==> src/logic/fetch_pkg.sv <==
package fetch_pkg;

  localparam int fetch_width = 64; // one fetch word holds four parcels.
  localparam int pc_width = 32;
  localparam int mem_words = 64;
  localparam int mem_addr_width = 6;

  typedef logic [15:0] parcel_t;

  localparam int parcel_bytes = $bits(parcel_t) / 8;
  localparam int fetch_parcels = fetch_width / $bits(parcel_t);

  // a 32-bit instruction is assembled from two parcels, the first one in the low half.
  typedef struct packed {
    parcel_t hi;
    parcel_t lo;
  } parcel_pair_t;

  typedef union packed {
    parcel_pair_t parcels;
    logic [31:0] raw;
  } instr_word_u;

  localparam logic [pc_width-1:0] no_pc = {pc_width{1'b1}}; // pc shown on an idle slot.

endpackage

==> src/logic/fetch_if.sv <==
`timescale 1ns/1ps

interface fetch_if;

  logic req; // one-cycle fetch request.
  logic [fetch_pkg::pc_width-1:0] pc_req;
  logic ready; // response strobe, one cycle after req.
  logic [fetch_pkg::pc_width-1:0] pc;
  logic [fetch_pkg::fetch_width-1:0] rdata;
  logic clear; // redirect, drops everything queued.
  logic stall; // the queue is more than half full.

  modport seq (
    output req,
    output pc_req,
    output clear,
    input stall
  );

  modport mem (
    input req,
    input pc_req,
    output ready,
    output pc,
    output rdata
  );

  modport buffer (
    input ready,
    input pc,
    input rdata,
    input clear,
    output stall
  );

endinterface

==> src/logic/instr_mem.sv <==
`timescale 1ns/1ps

module instr_mem (
  input logic clock,
  input logic reset,
  input logic load_valid,
  input logic [fetch_pkg::mem_addr_width-1:0] load_addr,
  input logic [fetch_pkg::fetch_width-1:0] load_data,
  fetch_if.mem fetch
);

  localparam int offset_bits = $clog2(fetch_pkg::fetch_width / 8);
  localparam int index_top = fetch_pkg::mem_addr_width + offset_bits - 1;

  logic [fetch_pkg::fetch_width-1:0] words [fetch_pkg::mem_words];
  logic [fetch_pkg::mem_addr_width-1:0] read_index;

  assign read_index = fetch.pc_req[index_top:offset_bits]; // pc bits 8 down to 3.

  always_ff @(posedge clock) begin
    if (load_valid) begin
      words[load_addr] <= load_data;
    end
  end

  always_ff @(posedge clock) begin
    if (fetch.req) begin
      fetch.rdata <= words[read_index];
      fetch.pc <= fetch.pc_req; // the response carries its own pc.
    end
  end

  always_ff @(posedge clock) begin
    if (!reset) begin
      fetch.ready <= 1'b0;
    end else begin
      fetch.ready <= fetch.req;
    end
  end

endmodule

==> src/flat_wrapper.sv <==
// flat-port wrapper written by rule: the top's interface ports become plain ports
module instr_mem_flat 
  (clock, reset, load_valid, load_addr, load_data, fetch_req, fetch_pc_req, fetch_ready, fetch_pc, fetch_rdata);
  fetch_if fetch_i ();
  input logic clock;
  input logic reset;
  input logic load_valid;
  input logic [fetch_pkg::mem_addr_width-1:0] load_addr;
  input logic [fetch_pkg::fetch_width-1:0] load_data;
  input wire logic [$bits(fetch_i.req)-1:0] fetch_req;
  input wire logic [$bits(fetch_i.pc_req)-1:0] fetch_pc_req;
  output wire logic [$bits(fetch_i.ready)-1:0] fetch_ready;
  output wire logic [$bits(fetch_i.pc)-1:0] fetch_pc;
  output wire logic [$bits(fetch_i.rdata)-1:0] fetch_rdata;
  assign fetch_i.req = fetch_req;
  assign fetch_i.pc_req = fetch_pc_req;
  assign fetch_ready = fetch_i.ready;
  assign fetch_pc = fetch_i.pc;
  assign fetch_rdata = fetch_i.rdata;
  instr_mem u_core (.clock(clock), .reset(reset), .load_valid(load_valid), .load_addr(load_addr), .load_data(load_data), .fetch(fetch_i));
endmodule
==> config.mk <==
export PLATFORM = sky130hd
export DESIGN_NAME = instr_mem_flat
export DESIGN_NICKNAME = d
export VERILOG_FILES = /design/src/logic/fetch_pkg.sv /design/src/logic/fetch_if.sv /design/src/logic/instr_mem.sv /design/src/flat_wrapper.sv
export SDC_FILE = /design/constraint.sdc
export NUM_CORES = 2
export LEC_CHECK = 0
export ABC_AREA = 1
export BUFFER_PORTS_ARGS = -buffer_cell sky130_fd_sc_hd__buf_2
export CAP_MARGIN = 25
export CORE_AREA = 2 2 684 618
export DETAILED_ROUTE_END_ITERATION = 8
export DIE_AREA = 0 0 686 620
export HOLD_SLACK_MARGIN = 0.1
export PLACE_DENSITY = 0.51
export SLEW_MARGIN = 20
export SYNTH_ARGS = -nofsm -noshare
export SYNTH_HDL_FRONTEND = slang
export SYNTH_SLANG_ARGS = --single-unit
export TNS_END_PERCENT = 30
==> constraint.sdc <==
create_clock -name clock -period 8.7 [get_ports clock]
set_clock_uncertainty 0.1 [all_clocks]
set_input_delay 0 -clock clock [delete_from_list [all_inputs] [get_ports clock]]
set_output_delay 0 -clock clock [all_outputs]
set_load 0.02 [all_outputs]
==> metrics.md <==
| Metric | Value |
|---|---|
| CTS Buffer Depth | 4 |
| DRT Pass-1 Iters | 7 |
| CP Launch Point | load_addr[2] |
| Critical path type | in -> reg |
| Register-to-register setup slack | 6740 ps |
| Fin. max-slew vios | 0 |
| Initial Util | about two fifths |
| Crit start category | input port |
| Core footprint | 419000 um2 |
| Mapped Cells | between 10000 and 15000 |
| Total Nets Final | between 10000 and 15000 |
| Syn. warnings | 0 |
| Hold WC Path Type | in -> reg |
| Post-place instance area | 174000 um2 |
| Total gr overflow | 0 |
| Synth-to-Final Area Change | 13.8% |
| Worst vdd ir | 0.189 mV |
| Sequential share of the synthesized area | between 70% and 80% |
| RSZ-0062 raised after global routing | false |
| I/O Pins | approximately 200 |
| Design Area, Final | 190000 um2 |
| Worst Path Required | 9190 ps |
| Hold Startpoint | load_data[17] |
| Number of H-tree levels | 5 |
| Inserted Clock Buffers | approximately 450 |
| Top delay family on crit path | buffers and inverters |
| Hold_buf cts | 152 |
| CP Depth | 6 |
| Setup crit end kind | flip-flop |
| Max Freq | approximately 280 MHz |
| Die X | approximately 700 um |
| Setup ws final | between 5000 and 6000 ps |
| Clk Tree Root Cell | clkbuf_16 |
| Crit-path max cell delay | roughly 900 ps |
| R2R Path Start | u_core.words[27][39] |
| Area of the multi-input gates | about 37000 um2 |
| Hold path cells | 2 |
| Final Hold Viols | 0 |
| CP endpoint | u_core.words[31][55] |
| Chip height | about 620 um |
| Worst-case reg-to-reg path depth | 8 |
| # Post-CTS Setup Buffers | 0 |
| First-pass GRT wire length | ~800000 um |
| Place WS | roughly 4800 ps |
| DRC errors left | 0 |
| CP max FO | 33 |
| Antenna violations before repair | 26 |
| WP buf/inv | 4 |
| Status | complete, no violations |
| Vias in the first global route | 105466 |
| Crit path DAT | between 4000 and 5000 ps |
| Placer Congestion | roughly 0.80 |
| Largest net degree at the start of global routing | around 220 |
| WHS | around 57 ps |
| CTS tree | done |
| Detailed-route wire length | ~570000 um |
| Critical Path Most Common Cell | buf_4 |
| Vias/cell | around 5.7 |
| Post-synthesis net count | about 14000 |
| Die Area | ~430000 um2 |
| Final core occ | between 40% and 50% |
| Total negative slack | 0 ps |
| PD cells | approximately 230 nW/um2 |
| Final period util | between 40% and 50% |
| Post-cts resize count | 0 |
| # fillers | between 30000 and 40000 |
| First DRT Iteration DRCs | between 10000 and 15000 |
| Sequential cell area | about 130000 um2 |
| Leak | approximately 66 nW |
| Commonest non-fill, non-tap cell in the layout | nand2_1 |
| Critical-path cell list | dlygate4sd3_1 -> buf_2 -> nand4_1 -> nor2_4 -> buf_4 -> buf_4 |
| Clk sinks | ~4200 |
| Maximum capacitance violations | 0 |
| Post-DRT Antenna Nets | 0 |
| Yosys cell types | 18 |
| Total GRT Usage | around a quarter |
| Per-cell routed wire length | 29.3 um |
| Final setup vio count | 0 |
| Fin crit period | 3530 ps |
| Mapped Area | roughly 170000 um2 |
| Most frequent cells in the layout | 4417 x nand2_1, 4192 x edfxtp_1, 3847 x nand3_1 |
| Dpl hpwl | about 280000 um |
| R2r endpoint | u_core.fetch.rdata[39] |
| Port Buffers | around 200 |
| Worst-Skew Late Latency | 1000 ps |
| Worst path slowest cell | nor2_4 |
| Yosys reg bits | approximately 4200 |
| Layout cells sized above 1 | roughly 8.2% |
| Via total after detailed routing | between 100k and 150k |
| Avg Cell Area, Syn | 12.4 um2 |
| Max-slew headroom | 22.7% |
| # rows | about 230 |
| Worst-margin pin slew | between 1000 and 1500 ps |
| Reg clk slew, reported paths | ~60 ps |
cells by family after synthesis:
group,count (synthesis),synth area share [%]
buf+inv,910,2.92
flops,4193,75.4
simple gates,8337,21.7
synthesized netlist by cell type (all sizes together):
| cell | count | area [um2] |
|---|---|---|
| dfxtp | 1 | 20.0 |
| clkbuf | 127 | 477 |
| nand4 | 9 | 56.3 |
| edfxtp | 4192 | 126000 |
| nor4 | 8 | 50.1 |
| nand3 | 3847 | 19300 |
| buf | 770 | 4340 |
| nor2 | 56 | 210 |
| nand2 | 4417 | 16600 |
| inv | 13 | 56.3 |
registers in the layout (all words and copies together), names as in the netlist:
register            count
u_core.fetch.ready      1
u_core.fetch.rdata     64
u_core.words         4096
u_core.fetch.pc        32
cell type report:
type | count | share of cell area [%]
Tap cell | 5586 | 3.68
Clock buffer | 558 | 6.15
Antenna cell | 9 | 0.0119
Timing Repair Buffer | 687 | 3.43
Inverter | 13 | 0.0613
Clock inverter | 257 | 1.08
Multi-Input combinational cell | 8337 | 19.3
Sequential cell | 4193 | 66.3
metrics by stage:
step | total power [W] | cells
final | 0.0433 | 19640
after global routing | 0.0445 | 19634
after CTS | 0.0434 | 19560
after detailed placement | 0.0254 | 18593
after global placement | 0.0254 | 18573
after floorplan | 0.0243 | 13440
routing by layer:
layer / global-route usage, % / vias to the layer above / wire (um)
met5: 0 / - / 80
met3: 3.97 / 946 / 46800
met2: 42.6 / 5284 / 268000
met4: 8.48 / 12 / 20300
li1: - / 48599 / -
met1: 36.8 / 57416 / 240000
worst min path at each step:
| stage | endpoint | slack, ps |
|---|---|---|
| floorplan | u_core.fetch.ready | -7 |
| detailed placement | u_core.fetch.pc[0] | 80 |
| finish | u_core.words[40][17] | 60 |
| global route | u_core.words[12][43] | 110 |
| global placement | u_core.fetch.pc[10] | 80 |
| CTS | u_core.fetch.pc[1] | 110 |
power by group:
part	switching (W)	internal (W)
combinational	0.00194	0.000660
clock	0.00790	0.0102
sequential	0.0000839	0.0224
Power figures use the tool's default switching activity.
