`src/logic/fetch_pkg.sv`:
```
package fetch_pkg;

  localparam int fetch_width = 64; // one fetch word holds four parcels.
  localparam int pc_width = 32;
  localparam int mem_words = 64;
  localparam int mem_addr_width = 6;

  typedef logic [15:0] parcel_t;

  localparam int parcel_bytes = $bits(parcel_t) / 8;
  localparam int fetch_parcels = fetch_width / $bits(parcel_t);

  // a 32-bit instruction is assembled from two parcels, the first one in the low half.
  typedef struct packed {
    parcel_t hi;
    parcel_t lo;
  } parcel_pair_t;

  typedef union packed {
    parcel_pair_t parcels;
    logic [31:0] raw;
  } instr_word_u;

  localparam logic [pc_width-1:0] no_pc = {pc_width{1'b1}}; // pc shown on an idle slot.

endpackage

```
`src/logic/fetch_if.sv`:
```
`timescale 1ns/1ps

interface fetch_if;

  logic req; // one-cycle fetch request.
  logic [fetch_pkg::pc_width-1:0] pc_req;
  logic ready; // response strobe, one cycle after req.
  logic [fetch_pkg::pc_width-1:0] pc;
  logic [fetch_pkg::fetch_width-1:0] rdata;
  logic clear; // redirect, drops everything queued.
  logic stall; // the queue is more than half full.

  modport seq (
    output req,
    output pc_req,
    output clear,
    input stall
  );

  modport mem (
    input req,
    input pc_req,
    output ready,
    output pc,
    output rdata
  );

  modport buffer (
    input ready,
    input pc,
    input rdata,
    input clear,
    output stall
  );

endinterface

```
`src/logic/fetch_buffer.sv`:
```
`timescale 1ns/1ps

module fetch_buffer #(
  parameter int buffer_depth = 16
) (
  input logic clock,
  input logic reset,
  fetch_if.buffer fetch,
  input logic issue_stall,
  output logic ready0,
  output logic ready1,
  output logic [fetch_pkg::pc_width-1:0] pc0,
  output logic [fetch_pkg::pc_width-1:0] pc1,
  output fetch_pkg::instr_word_u instr0,
  output fetch_pkg::instr_word_u instr1
);

  localparam int idx_width = $clog2(buffer_depth);
  localparam int cnt_width = idx_width + 2; // room for a full queue plus one word.
  localparam int stall_level = buffer_depth / 2;
  localparam int parcels = fetch_pkg::fetch_parcels;
  localparam int parcel_bits = $bits(fetch_pkg::parcel_t);

  logic [fetch_pkg::pc_width-1:0] pc_q [buffer_depth];
  fetch_pkg::parcel_t parcel_q [buffer_depth];

  logic [idx_width-1:0] wr_idx;
  logic [idx_width-1:0] rd_idx;
  logic [idx_width:0] count;

  logic accept;
  logic [cnt_width-1:0] avail;
  logic [cnt_width-1:0] count_next;

  logic [fetch_pkg::pc_width-1:0] e_pc [parcels];
  fetch_pkg::parcel_t e_parcel [parcels];
  logic [parcels-1:0] comp;

  logic ok0;
  logic ok1;
  logic [1:0] len0;
  logic [1:0] len1;
  logic [1:0] start1;
  logic [2:0] take;
  logic [fetch_pkg::pc_width-1:0] pc0_raw;
  logic [fetch_pkg::pc_width-1:0] pc1_raw;
  fetch_pkg::instr_word_u word0;
  fetch_pkg::instr_word_u word1;

  // a redirect in the same cycle makes the response stale.
  assign accept = fetch.ready & ~fetch.clear;

  assign avail = fetch.clear ? '0 :
                 cnt_width'(count) + (accept ? cnt_width'(parcels) : cnt_width'(0));

  // the first four parcels at the read index, with the incoming word just behind the queue.
  always_comb begin
    for (int k = 0; k < parcels; k++) begin
      if (k < int'(count)) begin
        e_pc[k] = pc_q[rd_idx + idx_width'(k)];
        e_parcel[k] = parcel_q[rd_idx + idx_width'(k)];
      end else begin
        e_pc[k] = fetch.pc +
                  fetch_pkg::pc_width'((k - int'(count)) * fetch_pkg::parcel_bytes);
        e_parcel[k] = fetch.rdata[parcel_bits * (k - int'(count)) +: parcel_bits];
      end
      comp[k] = e_parcel[k][1:0] != 2'b11; // compressed unless the low bits are 11.
    end
  end

  always_comb begin
    ok0 = 1'b0;
    ok1 = 1'b0;
    len0 = 2'd0;
    len1 = 2'd0;
    word0 = '0;
    word1 = '0;
    pc0_raw = e_pc[0];
    if (avail >= cnt_width'(1)) begin
      word0.parcels.lo = e_parcel[0];
      if (comp[0]) begin
        ok0 = 1'b1;
        len0 = 2'd1;
      end else if (avail >= cnt_width'(2)) begin
        ok0 = 1'b1;
        len0 = 2'd2;
        word0.parcels.hi = e_parcel[1];
      end
    end
    start1 = ok0 ? len0 : 2'd0; // slot 1 starts right after slot 0.
    pc1_raw = e_pc[start1];
    if (ok0 && avail > cnt_width'(start1)) begin
      word1.parcels.lo = e_parcel[start1];
      if (comp[start1]) begin
        ok1 = 1'b1;
        len1 = 2'd1;
      end else if (avail > cnt_width'(start1) + cnt_width'(1)) begin
        ok1 = 1'b1;
        len1 = 2'd2;
        word1.parcels.hi = e_parcel[start1 + 2'd1];
      end
    end
    if (issue_stall) begin
      ok0 = 1'b0;
      ok1 = 1'b0;
    end
    take = (ok0 ? {1'b0, len0} : 3'd0) + (ok1 ? {1'b0, len1} : 3'd0);
  end

  assign count_next = avail - cnt_width'(take);

  // raised one word early, since one request can still be in flight.
  assign fetch.stall = count_next > cnt_width'(stall_level);

  assign ready0 = ok0;
  assign ready1 = ok1;
  assign pc0 = ok0 ? pc0_raw : fetch_pkg::no_pc;
  assign pc1 = ok1 ? pc1_raw : fetch_pkg::no_pc;
  assign instr0 = ok0 ? word0 : '0;
  assign instr1 = ok1 ? word1 : '0;

  always_ff @(posedge clock) begin
    if (accept) begin
      for (int k = 0; k < parcels; k++) begin
        pc_q[wr_idx + idx_width'(k)] <=
          fetch.pc + fetch_pkg::pc_width'(k * fetch_pkg::parcel_bytes);
        parcel_q[wr_idx + idx_width'(k)] <= fetch.rdata[parcel_bits * k +: parcel_bits];
      end
    end
  end

  always_ff @(posedge clock) begin
    if (!reset) begin
      wr_idx <= '0;
      rd_idx <= '0;
      count <= '0;
    end else if (fetch.clear) begin
      wr_idx <= '0;
      rd_idx <= '0;
      count <= '0;
    end else begin
      if (accept) begin
        wr_idx <= wr_idx + idx_width'(parcels);
      end
      rd_idx <= rd_idx + idx_width'(take);
      count <= count_next[idx_width:0];
    end
  end

endmodule

```
`src/flat_wrapper.sv`:
```
// flat-port wrapper written by rule: the top's interface ports become plain ports
module fetch_buffer_flat 
#(
  parameter int buffer_depth = 16
)
  (clock, reset, issue_stall, ready0, ready1, pc0, pc1, instr0, instr1, fetch_ready, fetch_pc, fetch_rdata, fetch_clear, fetch_stall);
  fetch_if fetch_i ();
  input logic clock;
  input logic reset;
  input logic issue_stall;
  output logic ready0;
  output logic ready1;
  output logic [fetch_pkg::pc_width-1:0] pc0;
  output logic [fetch_pkg::pc_width-1:0] pc1;
  output fetch_pkg::instr_word_u instr0;
  output fetch_pkg::instr_word_u instr1;
  input wire logic [$bits(fetch_i.ready)-1:0] fetch_ready;
  input wire logic [$bits(fetch_i.pc)-1:0] fetch_pc;
  input wire logic [$bits(fetch_i.rdata)-1:0] fetch_rdata;
  input wire logic [$bits(fetch_i.clear)-1:0] fetch_clear;
  output wire logic [$bits(fetch_i.stall)-1:0] fetch_stall;
  assign fetch_i.ready = fetch_ready;
  assign fetch_i.pc = fetch_pc;
  assign fetch_i.rdata = fetch_rdata;
  assign fetch_i.clear = fetch_clear;
  assign fetch_stall = fetch_i.stall;
  fetch_buffer #(.buffer_depth(buffer_depth)) u_core (.clock(clock), .reset(reset), .fetch(fetch_i), .issue_stall(issue_stall), .ready0(ready0), .ready1(ready1), .pc0(pc0), .pc1(pc1), .instr0(instr0), .instr1(instr1));
endmodule
```
`config.mk`:
```
export PLATFORM = sky130hd
export DESIGN_NAME = fetch_buffer_flat
export DESIGN_NICKNAME = d
export VERILOG_FILES = /design/src/logic/fetch_pkg.sv /design/src/logic/fetch_if.sv /design/src/logic/fetch_buffer.sv /design/src/flat_wrapper.sv
export SDC_FILE = /design/constraint.sdc
export NUM_CORES = 2
export LEC_CHECK = 0
export BUFFER_PORTS_ARGS = -buffer_cell sky130_fd_sc_hd__buf_2
export CAP_MARGIN = 25
export CORE_AREA = 2 2 327 329
export CTS_CLUSTER_SIZE = 14
export DETAILED_ROUTE_END_ITERATION = 10
export DIE_AREA = 0 0 329 331
export PLACE_DENSITY = 0.67
export RECOVER_POWER = 25
export SLEW_MARGIN = 20
export SYNTH_ARGS = -nofsm -noshare
export SYNTH_HDL_FRONTEND = slang
export SYNTH_SLANG_ARGS = --single-unit
```
`constraint.sdc`:
```
create_clock -name clock -period 8.4 [get_ports clock]
set_input_delay 0.42 -clock clock [delete_from_list [all_inputs] [get_ports clock]]
set_output_delay 0.42 -clock clock [all_outputs]
set_load 0.03 [all_outputs]
```
==> results.ini <==
[run_status]
status = complete, but fails checks
violations = max-capacitance violations, max-slew violations

[synthesis]
synth_area_leaders = edfxtp_1 43%, mux4_2 25%, mux2i_1 4.0%
avgSynthCellArea_um2 = 13.43
synth_nets = 4126
yosys.area_share.simple = 0.06690
synth_area_leader_cell = edfxtp_1
synth.mux.area_fraction = 0.3108
synth-seq-area-share = 0.4333
synthCells = 3899
synth_top_family_by_area = multiplexers
synth_top_area_share = 0.4291
synth_fa_ha_area_frac = 0.03097
yosysUniqueCellTypes = 77
synth-compound-area-share = 0.09452
synth-xor-area-share = 0.02861
synth_edf_count = 748
async_reset_ff_frac = 0
yosysWarnings = 0
ys.flop_type = edfxtp_1
syn_area_um2 = 52350
synth-seq-cells = 759

[detailed_routing]
route.vias.total = 37910
drt_wl_total_mm = 161.9
drtPass1Iterations = 6
drtIter0Drc = 4918
viasPerCell = 6.989
postRouteAntennaNets = 0
drc = 0
wl_per_cell_um = 29.85

[clocking]
clk_path_buf_depth = 3
cts_setup_buffers = 0
clock_tree.root_cell = clkbuf_16
cts.sink_count = 759
htree_levels = 3
cts_tree = built
numCtsBuffers = 86
clkTransAtPathRegs_ns = 0.06
clk_latency_ns = 0.68

[floorplanning]
die_width_um = 329
rows = 119
die_h_um = 331
start_util = 0.4987
io_pins = 232
core_um2 = 105000
dieArea_um2 = 108900

[sta]
hold_slack_ns = 0.03395
finalSetupTns_ns = 0
hold_viol = 0
setup-violations-final = 0
min_period_over_period = 0.9590
final_max_slew_viol_count = 20
timing.final.crit_period_ns = 8.056
rsz0062_at_grt = no
tightest_slew_ns = 1.645
skew_ns = 0.01975
setup_ws_ns = 0.3442
relSlewSlack = -0.09684
clock.fmax_ghz = 0.1241

[placed_design]
place_ws_ns = 1.183
dp_hpwl_mm = 107.8
gp_routability_congestion = 0.9415
numPortBuffers = 231

[power_and_ir_drop]
p_leak_uw = 0.01808
vdd.ir_drop.worst_mv = 0.2020
cellPowerDensity_nw_per_um2 = 209.0

[job]
max_cap_violations = 1

[finish]
nets = 4191
fin_util = 0.5450
synthToLayoutAreaGrowth_pct = 9.268
drive_gt1_frac = 0.2663

[grt]
overflow = 0
grt_util_all_layers = 0.2946
grt_pass1_vias = 36640
grt_max_degree = 144
grt_pass1_wl_mm = 237.3
antenna_found_initial = 12

[critical_path]
critPathArrivalTime_ns = 7.64
slowest_delay_ns = 0.57
cp-end-kind = primary output
crit_family = buffers and inverters
worst-path-buf-inv = 8
slowest_stage = fa_1
cp_max_fo = 38
critPathRequiredTime_ns = 7.98
path_class = reg2out
critPathLaunchType = register

[hold_path]
hold_class = in2reg

sequential cells by signal, summed over array words and instances, names as in the netlist:
signal / flops
u_core.parcel_q: 256
u_core.count: 5
u_core.rd_idx: 4
u_core.pc_q: 492
u_core.wr_idx: 2
per-layer routing:
layer,track usage,up-vias,part of all wire
li1,-,15910,-
met3,0.05978,411,0.11
met1,0.3929,19080,0.37
met4,0.1164,16,0.042
met5,0,-,0.00060
met2,0.4771,2496,0.48
kinds of logic after synthesis:
family,Yosys count
muxes,882
and+or+nand+nor,798
AOI/OAI and AO/OA,778
DFF,759
buffers and inverters,385
xor gates and xnor gates,171
adders and majority gates,126
Yosys cell counts, types with 7 or more instances:
cell	number
a211oi_2	14
a21o_1	33
mux2i_1	207
mux4_2	586
buf_2	72
buf_6	17
and2_1	27
nor2b_1	22
xor2_1	67
a221oi_1	22
nand2b_1	15
nand2_1	289
ha_1	120
o21bai_1	10
and3_1	17
clkbuf_1	154
a22o_1	7
buf_1	43
o31ai_1	8
o211ai_1	61
xnor2_1	104
nor2_1	259
a21oi_1	206
o21a_1	21
o21ai_1	26
o21ai_0	181
buf_4	44
dfxtp_1	11
edfxtp_1	748
mux2_2	89
a211oi_1	61
nand4_1	28
o22ai_1	41
nor3_1	40
or3_1	10
a31oi_1	15
nand3_1	72
inv_1	48
inv_2	7
worst paths after layout:
kind	end	from	slack, ns	cells past startpoint
hold reg to reg	u_core.wr_idx[3]	u_core.wr_idx[3]	0.57	2
setup / recovery	fetch_stall	u_core.count[3]	0.34	26
setup reg to reg	u_core.count[4]	u_core.count[3]	1.64	24
hold / removal	u_core.wr_idx[2]	fetch_ready	0.03	3
power by group:
part | total [µW] | internal [µW] | switching (µW)
clock | 3830 | 2260 | 1570
sequential | 4290 | 4240 | 54.1
combinational | 3830 | 1400 | 2440
total | 12000 | 7890 | 4060
tightest hold or removal path, cell delays in order:
cell,delay (ns)
buf_2,0.11
xnor2_1,0.06
nor2_1,0.07
cell usage in the layout (no fill, tap or decap), types with 21 or more instances in the layout:
cell	count
a211oi_1	61
a21o_1	32
a21oi_1	206
a221oi_1	22
and2_1	21
buf_2	139
buf_4	59
clkbuf_1	113
clkbuf_16	88
edfxtp_1	748
ha_1	116
inv_1	48
mux2_2	89
mux2i_1	207
mux4_2	586
nand2_1	287
nand3_1	72
nand4_1	28
nor2_1	258
nor3_1	39
o211ai_1	61
o21a_1	21
o21ai_0	180
o21ai_1	26
o22ai_1	41
xnor2_1	102
xor2_1	64
per-stage QoR:
| step | instance area, µm² | std cells | total power, µW |
|---|---|---|---|
| after floorplan | 52350 | 3899 | 7017 |
| after CTS | 57280 | 5419 | 11920 |
| after detailed placement | 54420 | 5262 | 8109 |
| after global placement | 54400 | 5260 | 8076 |
| after global routing | 57200 | 5422 | 12400 |
| final | 57200 | 5424 | 11950 |
cell type report:
type                    instances  area, µm²
well taps                    1391       1740
flip-flops and latches        759      22700
clock inverters                49      558.0
fillers                      8626      47770
inverters                      55      209.0
clock buffers                 105       2266
diodes                          3      7.507
repair buffers                307       1723
multi-input cells            2755      28000
what timing repair did:
action / in CTS / in global routing
hold endpoints to repair: 10 / 0
gates resized for setup: 0 / 0
hold buffers: 3 / 0
(Power assumes the default switching activity.)
