===== src/logic/fetch_pkg.sv =====
package fetch_pkg;

  localparam int fetch_width = 64; // one fetch word holds four parcels.
  localparam int pc_width = 32;
  localparam int mem_words = 64;
  localparam int mem_addr_width = 6;

  typedef logic [15:0] parcel_t;

  localparam int parcel_bytes = $bits(parcel_t) / 8;
  localparam int fetch_parcels = fetch_width / $bits(parcel_t);

  // a 32-bit instruction is assembled from two parcels, the first one in the low half.
  typedef struct packed {
    parcel_t hi;
    parcel_t lo;
  } parcel_pair_t;

  typedef union packed {
    parcel_pair_t parcels;
    logic [31:0] raw;
  } instr_word_u;

  localparam logic [pc_width-1:0] no_pc = {pc_width{1'b1}}; // pc shown on an idle slot.

endpackage


===== src/logic/fetch_if.sv =====
`timescale 1ns/1ps

interface fetch_if;

  logic req; // one-cycle fetch request.
  logic [fetch_pkg::pc_width-1:0] pc_req;
  logic ready; // response strobe, one cycle after req.
  logic [fetch_pkg::pc_width-1:0] pc;
  logic [fetch_pkg::fetch_width-1:0] rdata;
  logic clear; // redirect, drops everything queued.
  logic stall; // the queue is more than half full.

  modport seq (
    output req,
    output pc_req,
    output clear,
    input stall
  );

  modport mem (
    input req,
    input pc_req,
    output ready,
    output pc,
    output rdata
  );

  modport buffer (
    input ready,
    input pc,
    input rdata,
    input clear,
    output stall
  );

endinterface


===== src/logic/fetch_sequencer.sv =====
`timescale 1ns/1ps

module fetch_sequencer (
  input logic clock,
  input logic reset,
  input logic run,
  input logic redirect,
  input logic [fetch_pkg::pc_width-1:0] redirect_pc,
  fetch_if.seq fetch
);

  localparam int fetch_bytes = fetch_pkg::fetch_width / 8;

  logic [fetch_pkg::pc_width-1:0] fetch_pc; // next word to request.
  logic issue;

  // a fetch goes out whenever the core runs and the buffer has room.
  assign issue = run & ~fetch.stall;

  assign fetch.req = issue;
  assign fetch.clear = redirect;

  // the redirect target is used at once, so no cycle is lost on a taken redirect.
  assign fetch.pc_req = redirect ? redirect_pc : fetch_pc;

  always_ff @(posedge clock) begin
    if (!reset) begin
      fetch_pc <= '0;
    end else if (issue) begin
      fetch_pc <= fetch.pc_req + fetch_pkg::pc_width'(fetch_bytes);
    end else if (redirect) begin
      fetch_pc <= redirect_pc; // held until the buffer drains or run rises.
    end
  end

endmodule


===== src/flat_wrapper.sv =====
// flat-port wrapper written by rule: the top's interface ports become plain ports
module fetch_sequencer_flat 
  (clock, reset, run, redirect, redirect_pc, fetch_req, fetch_pc_req, fetch_clear, fetch_stall);
  fetch_if fetch_i ();
  input logic clock;
  input logic reset;
  input logic run;
  input logic redirect;
  input logic [fetch_pkg::pc_width-1:0] redirect_pc;
  output wire logic [$bits(fetch_i.req)-1:0] fetch_req;
  output wire logic [$bits(fetch_i.pc_req)-1:0] fetch_pc_req;
  output wire logic [$bits(fetch_i.clear)-1:0] fetch_clear;
  input wire logic [$bits(fetch_i.stall)-1:0] fetch_stall;
  assign fetch_req = fetch_i.req;
  assign fetch_pc_req = fetch_i.pc_req;
  assign fetch_clear = fetch_i.clear;
  assign fetch_i.stall = fetch_stall;
  fetch_sequencer u_core (.clock(clock), .reset(reset), .run(run), .redirect(redirect), .redirect_pc(redirect_pc), .fetch(fetch_i));
endmodule

===== config.mk =====
export PLATFORM = sky130hd
export DESIGN_NAME = fetch_sequencer_flat
export DESIGN_NICKNAME = d
export VERILOG_FILES = /design/src/logic/fetch_pkg.sv /design/src/logic/fetch_if.sv /design/src/logic/fetch_sequencer.sv /design/src/flat_wrapper.sv
export SDC_FILE = /design/constraint.sdc
export NUM_CORES = 1
export LEC_CHECK = 0
export BUFFER_PORTS_ARGS = -buffer_cell sky130_fd_sc_hd__buf_2
export CORE_MARGIN = 5
export CORE_UTILIZATION = 30
export CTS_CLUSTER_DIAMETER = 60
export DETAILED_ROUTE_END_ITERATION = 8
export PLACE_DENSITY = 0.5
export SLEW_MARGIN = 15
export SYNTH_ARGS = -nofsm -noshare
export SYNTH_HDL_FRONTEND = slang
export SYNTH_SLANG_ARGS = --single-unit

===== constraint.sdc =====
create_clock -name clock -period 3 [get_ports clock]
set_input_delay 0.3 -clock clock [delete_from_list [all_inputs] [get_ports clock]]
set_output_delay 0.3 -clock clock [all_outputs]
set_load 0.02 [all_outputs]

==> run_summary.xml <==
<?xml version="1.0" encoding="UTF-8"?>
<metrics>
  <group name="placed_design">
    <metric name="placed_cells_incl_taps" unit="">371</metric>
    <metric name="detailed_place.area" unit="µm²">2489</metric>
    <metric name="gpl.final_weighted_congestion" unit="">0.7693</metric>
    <metric name="detailed_place_hpwl" unit="mm">4.388</metric>
    <metric name="place.port_buffers" unit="">70</metric>
  </group>
  <group name="setup_path">
    <metric name="crit_path_cell_trace" unit="">mux2i_1, inv_1, ha_1, nand3b_1, a211oi_2, nand3_1, or4_1, nand2_1</metric>
    <metric name="worstPathRequired" unit="ns">3.24</metric>
    <metric name="critical_path.max_stage_delay" unit="ns">0.51</metric>
    <metric name="crit_path_start" unit="">u_core.fetch_pc[4]</metric>
    <metric name="worst-path-buf-inv" unit="">1</metric>
    <metric name="crit_start_category" unit="">flop</metric>
    <metric name="critPathTopFamily" unit="">simple AND/OR/NAND/NOR gates</metric>
    <metric name="worstPathMaxFanout" unit="">6</metric>
    <metric name="critical_path_cell_count" unit="">8</metric>
    <metric name="critical_path_destination" unit="">u_core.fetch_pc[25]</metric>
    <metric name="cp_data_arrival_time" unit="ns">2.44</metric>
    <metric name="setup.worst_path.class" unit="">reg -&gt; reg</metric>
    <metric name="ff2ff_path_depth" unit="">8</metric>
    <metric name="timing.rr.start" unit="">u_core.fetch_pc[4]</metric>
    <metric name="slowest_stage" unit="">sky130_fd_sc_hd__or4_1</metric>
    <metric name="worstSetupEndpointType" unit="">flop</metric>
    <metric name="worstReg2RegEnd" unit="">u_core.fetch_pc[25]</metric>
    <metric name="worst-r2r-setup-slack" unit="ns">0.80</metric>
  </group>
  <group name="cells_and_area">
    <metric name="final_cell_count_no_fill" unit="">379</metric>
    <metric name="post-route-cell-area" unit="µm²">2615</metric>
    <metric name="final_core_utilization" unit="">0.3870</metric>
    <metric name="multi_input_area" unit="µm²">1308</metric>
    <metric name="nets" unit="">336</metric>
    <metric name="sequential_cell_area_in_the_final_layout" unit="µm²">640.6</metric>
    <metric name="largest_reg_flops" unit="">32</metric>
    <metric name="fillers" unit="">727</metric>
    <metric name="largest_registers" unit="">u_core.fetch_pc (32)</metric>
    <metric name="top_register" unit="">u_core.fetch_pc</metric>
    <metric name="drive_above_1_share" unit="">0.3779</metric>
    <metric name="insertedDiodeCount" unit="">0</metric>
    <metric name="synthToLayoutAreaGrowth" unit="%">26.44</metric>
  </group>
  <group name="floorplan">
    <metric name="die_x" unit="µm">93.03</metric>
    <metric name="initial_standard_cell_utilization_of_the_core" unit="">0.3061</metric>
    <metric name="chipHeight" unit="µm">93.03</metric>
    <metric name="rows" unit="">30</metric>
    <metric name="dieArea" unit="µm²">8655</metric>
    <metric name="io-pin-count" unit="">71</metric>
    <metric name="core_area" unit="µm²">6756</metric>
  </group>
  <group name="yosys">
    <metric name="synth.avg_cell_area" unit="µm²">9.151</metric>
    <metric name="synth.yosys.seq_area_share" unit="">0.3097</metric>
    <metric name="synth_enable_flop_cells" unit="">0</metric>
    <metric name="synthDominantAreaCellType" unit="">sky130_fd_sc_hd__dfxtp_1</metric>
    <metric name="synth_area_leaders" unit="">sky130_fd_sc_hd__dfxtp_1, sky130_fd_sc_hd__mux2_2, sky130_fd_sc_hd__mux2i_1, sky130_fd_sc_hd__xnor2_1, sky130_fd_sc_hd__nand4b_4</metric>
    <metric name="asyncSetResetFlopFracSynth" unit="">0</metric>
    <metric name="synth.top_cell.area_share" unit="">0.3097</metric>
    <metric name="ys_types" unit="">43</metric>
    <metric name="synth_top_flop_cell" unit="">sky130_fd_sc_hd__dfxtp_1</metric>
    <metric name="yosysWarningCount" unit="">0</metric>
    <metric name="synth-seq-cells" unit="">32</metric>
    <metric name="post_synth_inst_count" unit="">226</metric>
    <metric name="syn-cell-area" unit="µm²">2068</metric>
    <metric name="syn_nets" unit="">264</metric>
  </group>
  <group name="sta">
    <metric name="final-hold-violation-count" unit="">0</metric>
    <metric name="holdWs" unit="ns">0.3331</metric>
    <metric name="max_slew_margin" unit="">0.5838</metric>
    <metric name="timing_worst_slew_pin_value" unit="ns">0.6069</metric>
    <metric name="fmax" unit="MHz">454.2</metric>
    <metric name="fin_tns_setup" unit="ns">0</metric>
    <metric name="setup_viol" unit="">0</metric>
    <metric name="period_share" unit="">0.7339</metric>
    <metric name="clock_skew" unit="ns">0.01001</metric>
    <metric name="final-max-slew-violation-count" unit="">0</metric>
    <metric name="period_minus_slack" unit="ns">2.202</metric>
    <metric name="rsz0062_at_grt" unit="">no</metric>
  </group>
  <group name="global_route">
    <metric name="grt_usage" unit="">0.1347</metric>
    <metric name="first_pass_grt_wire_length" unit="mm">9.280</metric>
    <metric name="grt-ovfl-total" unit="">0</metric>
    <metric name="antenna_violations_before_repair" unit="">0</metric>
    <metric name="number_of_global_route_vias_before_repair" unit="">1892</metric>
    <metric name="grt_max_degree" unit="">27</metric>
  </group>
  <group name="worst_hold_path">
    <metric name="hold_path.class" unit="">in -&gt; reg</metric>
  </group>
  <group name="clock_network">
    <metric name="cts_max_level" unit="">2</metric>
    <metric name="cells_resized_by_post_cts_repair" unit="">0</metric>
    <metric name="insertion_delay" unit="ns">0.29</metric>
    <metric name="cts_hold_buf" unit="">0</metric>
    <metric name="cts.path.max_buffers" unit="">2</metric>
    <metric name="clkSlewWorstSetupHoldPaths" unit="ns">0.08</metric>
    <metric name="root_buffer" unit="">sky130_fd_sc_hd__clkbuf_8</metric>
    <metric name="clock_sinks" unit="">32</metric>
    <metric name="tritoncts" unit="">yes</metric>
    <metric name="numCtsBuffers" unit="">5</metric>
    <metric name="cts_setup_buffers" unit="">0</metric>
  </group>
  <group name="drt">
    <metric name="routed_wire_length_per_instance" unit="µm">14.68</metric>
    <metric name="dr.first_iter.drc_count" unit="">66</metric>
    <metric name="routed-via-count" unit="">1869</metric>
    <metric name="vias_per_cell" unit="">4.931</metric>
    <metric name="wirelength" unit="mm">5.564</metric>
    <metric name="detail_route.drc_violations" unit="">0</metric>
    <metric name="postRouteAntennaNets" unit="">0</metric>
    <metric name="drt-pass1-iter-count" unit="">4</metric>
  </group>
  <group name="pwr">
    <metric name="pwr_density_cell" unit="nW/µm²">457.4</metric>
    <metric name="vdd.ir_drop.worst" unit="mV">0.1620</metric>
    <metric name="leakage" unit="nW">1.250</metric>
  </group>
  <group name="outcome">
    <metric name="run_status" unit="">completed</metric>
  </group>
  <group name="run">
    <metric name="max_cap_viol_count" unit="">0</metric>
  </group>
</metrics>
-- per-stage QoR --
| stage | setup WS [ns] | total power, mW |
|---|---|---|
| 2_1_floorplan | 0.6239 | 0.6525 |
| 3_3_place_gp | 0.5491 | 0.7446 |
| 3_5_place_dp | 0.4948 | 0.7441 |
| 4_1_cts | 0.7793 | 1.209 |
| 5_1_grt | 0.5328 | 1.259 |
| 6_report | 0.7984 | 1.196 |
-- worst min-delay path, stage by stage --
cell and delay, ns:
sky130_fd_sc_hd__buf_2 0.16, sky130_fd_sc_hd__nand2_1 0.07, sky130_fd_sc_hd__o41ai_1 0.06
-- cell usage after synthesis (all sizes together), types with 2 or more instances --
cell and count:
and3 3, nor3b 3, a211oi 5, nand3 12
nand4b 7, o21ai 8, buf 7, and2 7
a21oi 10, mux2i 12, nand2 11, a22oi 2
clkbuf 3, inv 13, dfxtp 32, nor3 2
or3 6, mux2 20, nor2 16, nand3b 2
or4 2, xor2 5, xnor2 11, nand4 14
-- per-layer routing --
| metal | vias up | GRT usage | share of wire |
|---|---|---|---|
| met4 | 0 | 0.04762 | 0.015 |
| met1 | 842 | 0.1856 | 0.50 |
| li1 | 973 | - | - |
| met3 | 7 | 0.03057 | 0.050 |
| met2 | 47 | 0.2058 | 0.44 |
| met5 | - | 0 | 0 |
-- cells by family (layout without fill, tap and decap cells) --
group           count (synthesis)  count (layout)  share of synthesized area
simple gates                   88              88                     0.2686
compound gates                 33              33                     0.1228
mux                            32              32                     0.1670
flops                          32              32                     0.3097
buf+inv                        24              97                    0.05807
xor+xnor                       16              16                    0.06775
fa+ha+maj                       1               1                   0.006049
-- placed cells by master, fill, tap and decap left out, types with 2 or more instances in the layout --
| cell type | n |
|---|---|
| sky130_fd_sc_hd__buf_2 | 70 |
| sky130_fd_sc_hd__dfxtp_1 | 32 |
| sky130_fd_sc_hd__mux2_2 | 20 |
| sky130_fd_sc_hd__nor2_1 | 16 |
| sky130_fd_sc_hd__inv_1 | 13 |
| sky130_fd_sc_hd__mux2i_1 | 12 |
| sky130_fd_sc_hd__nand3_1 | 12 |
| sky130_fd_sc_hd__nand4_1 | 11 |
| sky130_fd_sc_hd__nand2_1 | 11 |
| sky130_fd_sc_hd__xnor2_1 | 11 |
| sky130_fd_sc_hd__a21oi_1 | 10 |
| sky130_fd_sc_hd__o21ai_0 | 8 |
| sky130_fd_sc_hd__and2_1 | 7 |
| sky130_fd_sc_hd__clkbuf_8 | 7 |
| sky130_fd_sc_hd__or3_1 | 6 |
| sky130_fd_sc_hd__xor2_1 | 5 |
| sky130_fd_sc_hd__buf_4 | 5 |
| sky130_fd_sc_hd__nand4b_1 | 4 |
| sky130_fd_sc_hd__nand4b_4 | 3 |
| sky130_fd_sc_hd__nand4_2 | 3 |
| sky130_fd_sc_hd__nor3b_1 | 3 |
| sky130_fd_sc_hd__and3_1 | 3 |
| sky130_fd_sc_hd__a211oi_1 | 3 |
| sky130_fd_sc_hd__nand3b_1 | 2 |
| sky130_fd_sc_hd__a211oi_2 | 2 |
| sky130_fd_sc_hd__a22oi_1 | 2 |
| sky130_fd_sc_hd__nor3_1 | 2 |
| sky130_fd_sc_hd__or4_1 | 2 |
-- power breakdown --
group	total, mW	internal, mW	switching [mW]
sequential	0.467	0.452	0.0156
combinational	0.265	0.106	0.159
clock	0.464	0.293	0.171
-- final cells by class --
cell class,instances,share of cell area
Timing Repair Buffer,75,0.1483
Clock buffer,7,0.03684
Sequential cell,32,0.2450
Tap cell,80,0.03828
Inverter,14,0.02010
Multi-Input combinational cell,170,0.5000
Clock inverter,1,0.01148
-- worst min path at each step --
| stage | from | endpoint | depth (start not counted) |
|---|---|---|---|
| after floorplan | reset | u_core.fetch_pc[0] | 1 |
| after global placement | u_core.fetch_pc[2] | u_core.fetch_pc[2] | 2 |
| after detailed placement | u_core.fetch_pc[1] | u_core.fetch_pc[1] | 2 |
| after CTS | reset | u_core.fetch_pc[27] | 3 |
| after global routing | reset | u_core.fetch_pc[27] | 3 |
| final | reset | u_core.fetch_pc[27] | 3 |
Power figures use the tool's default switching activity.
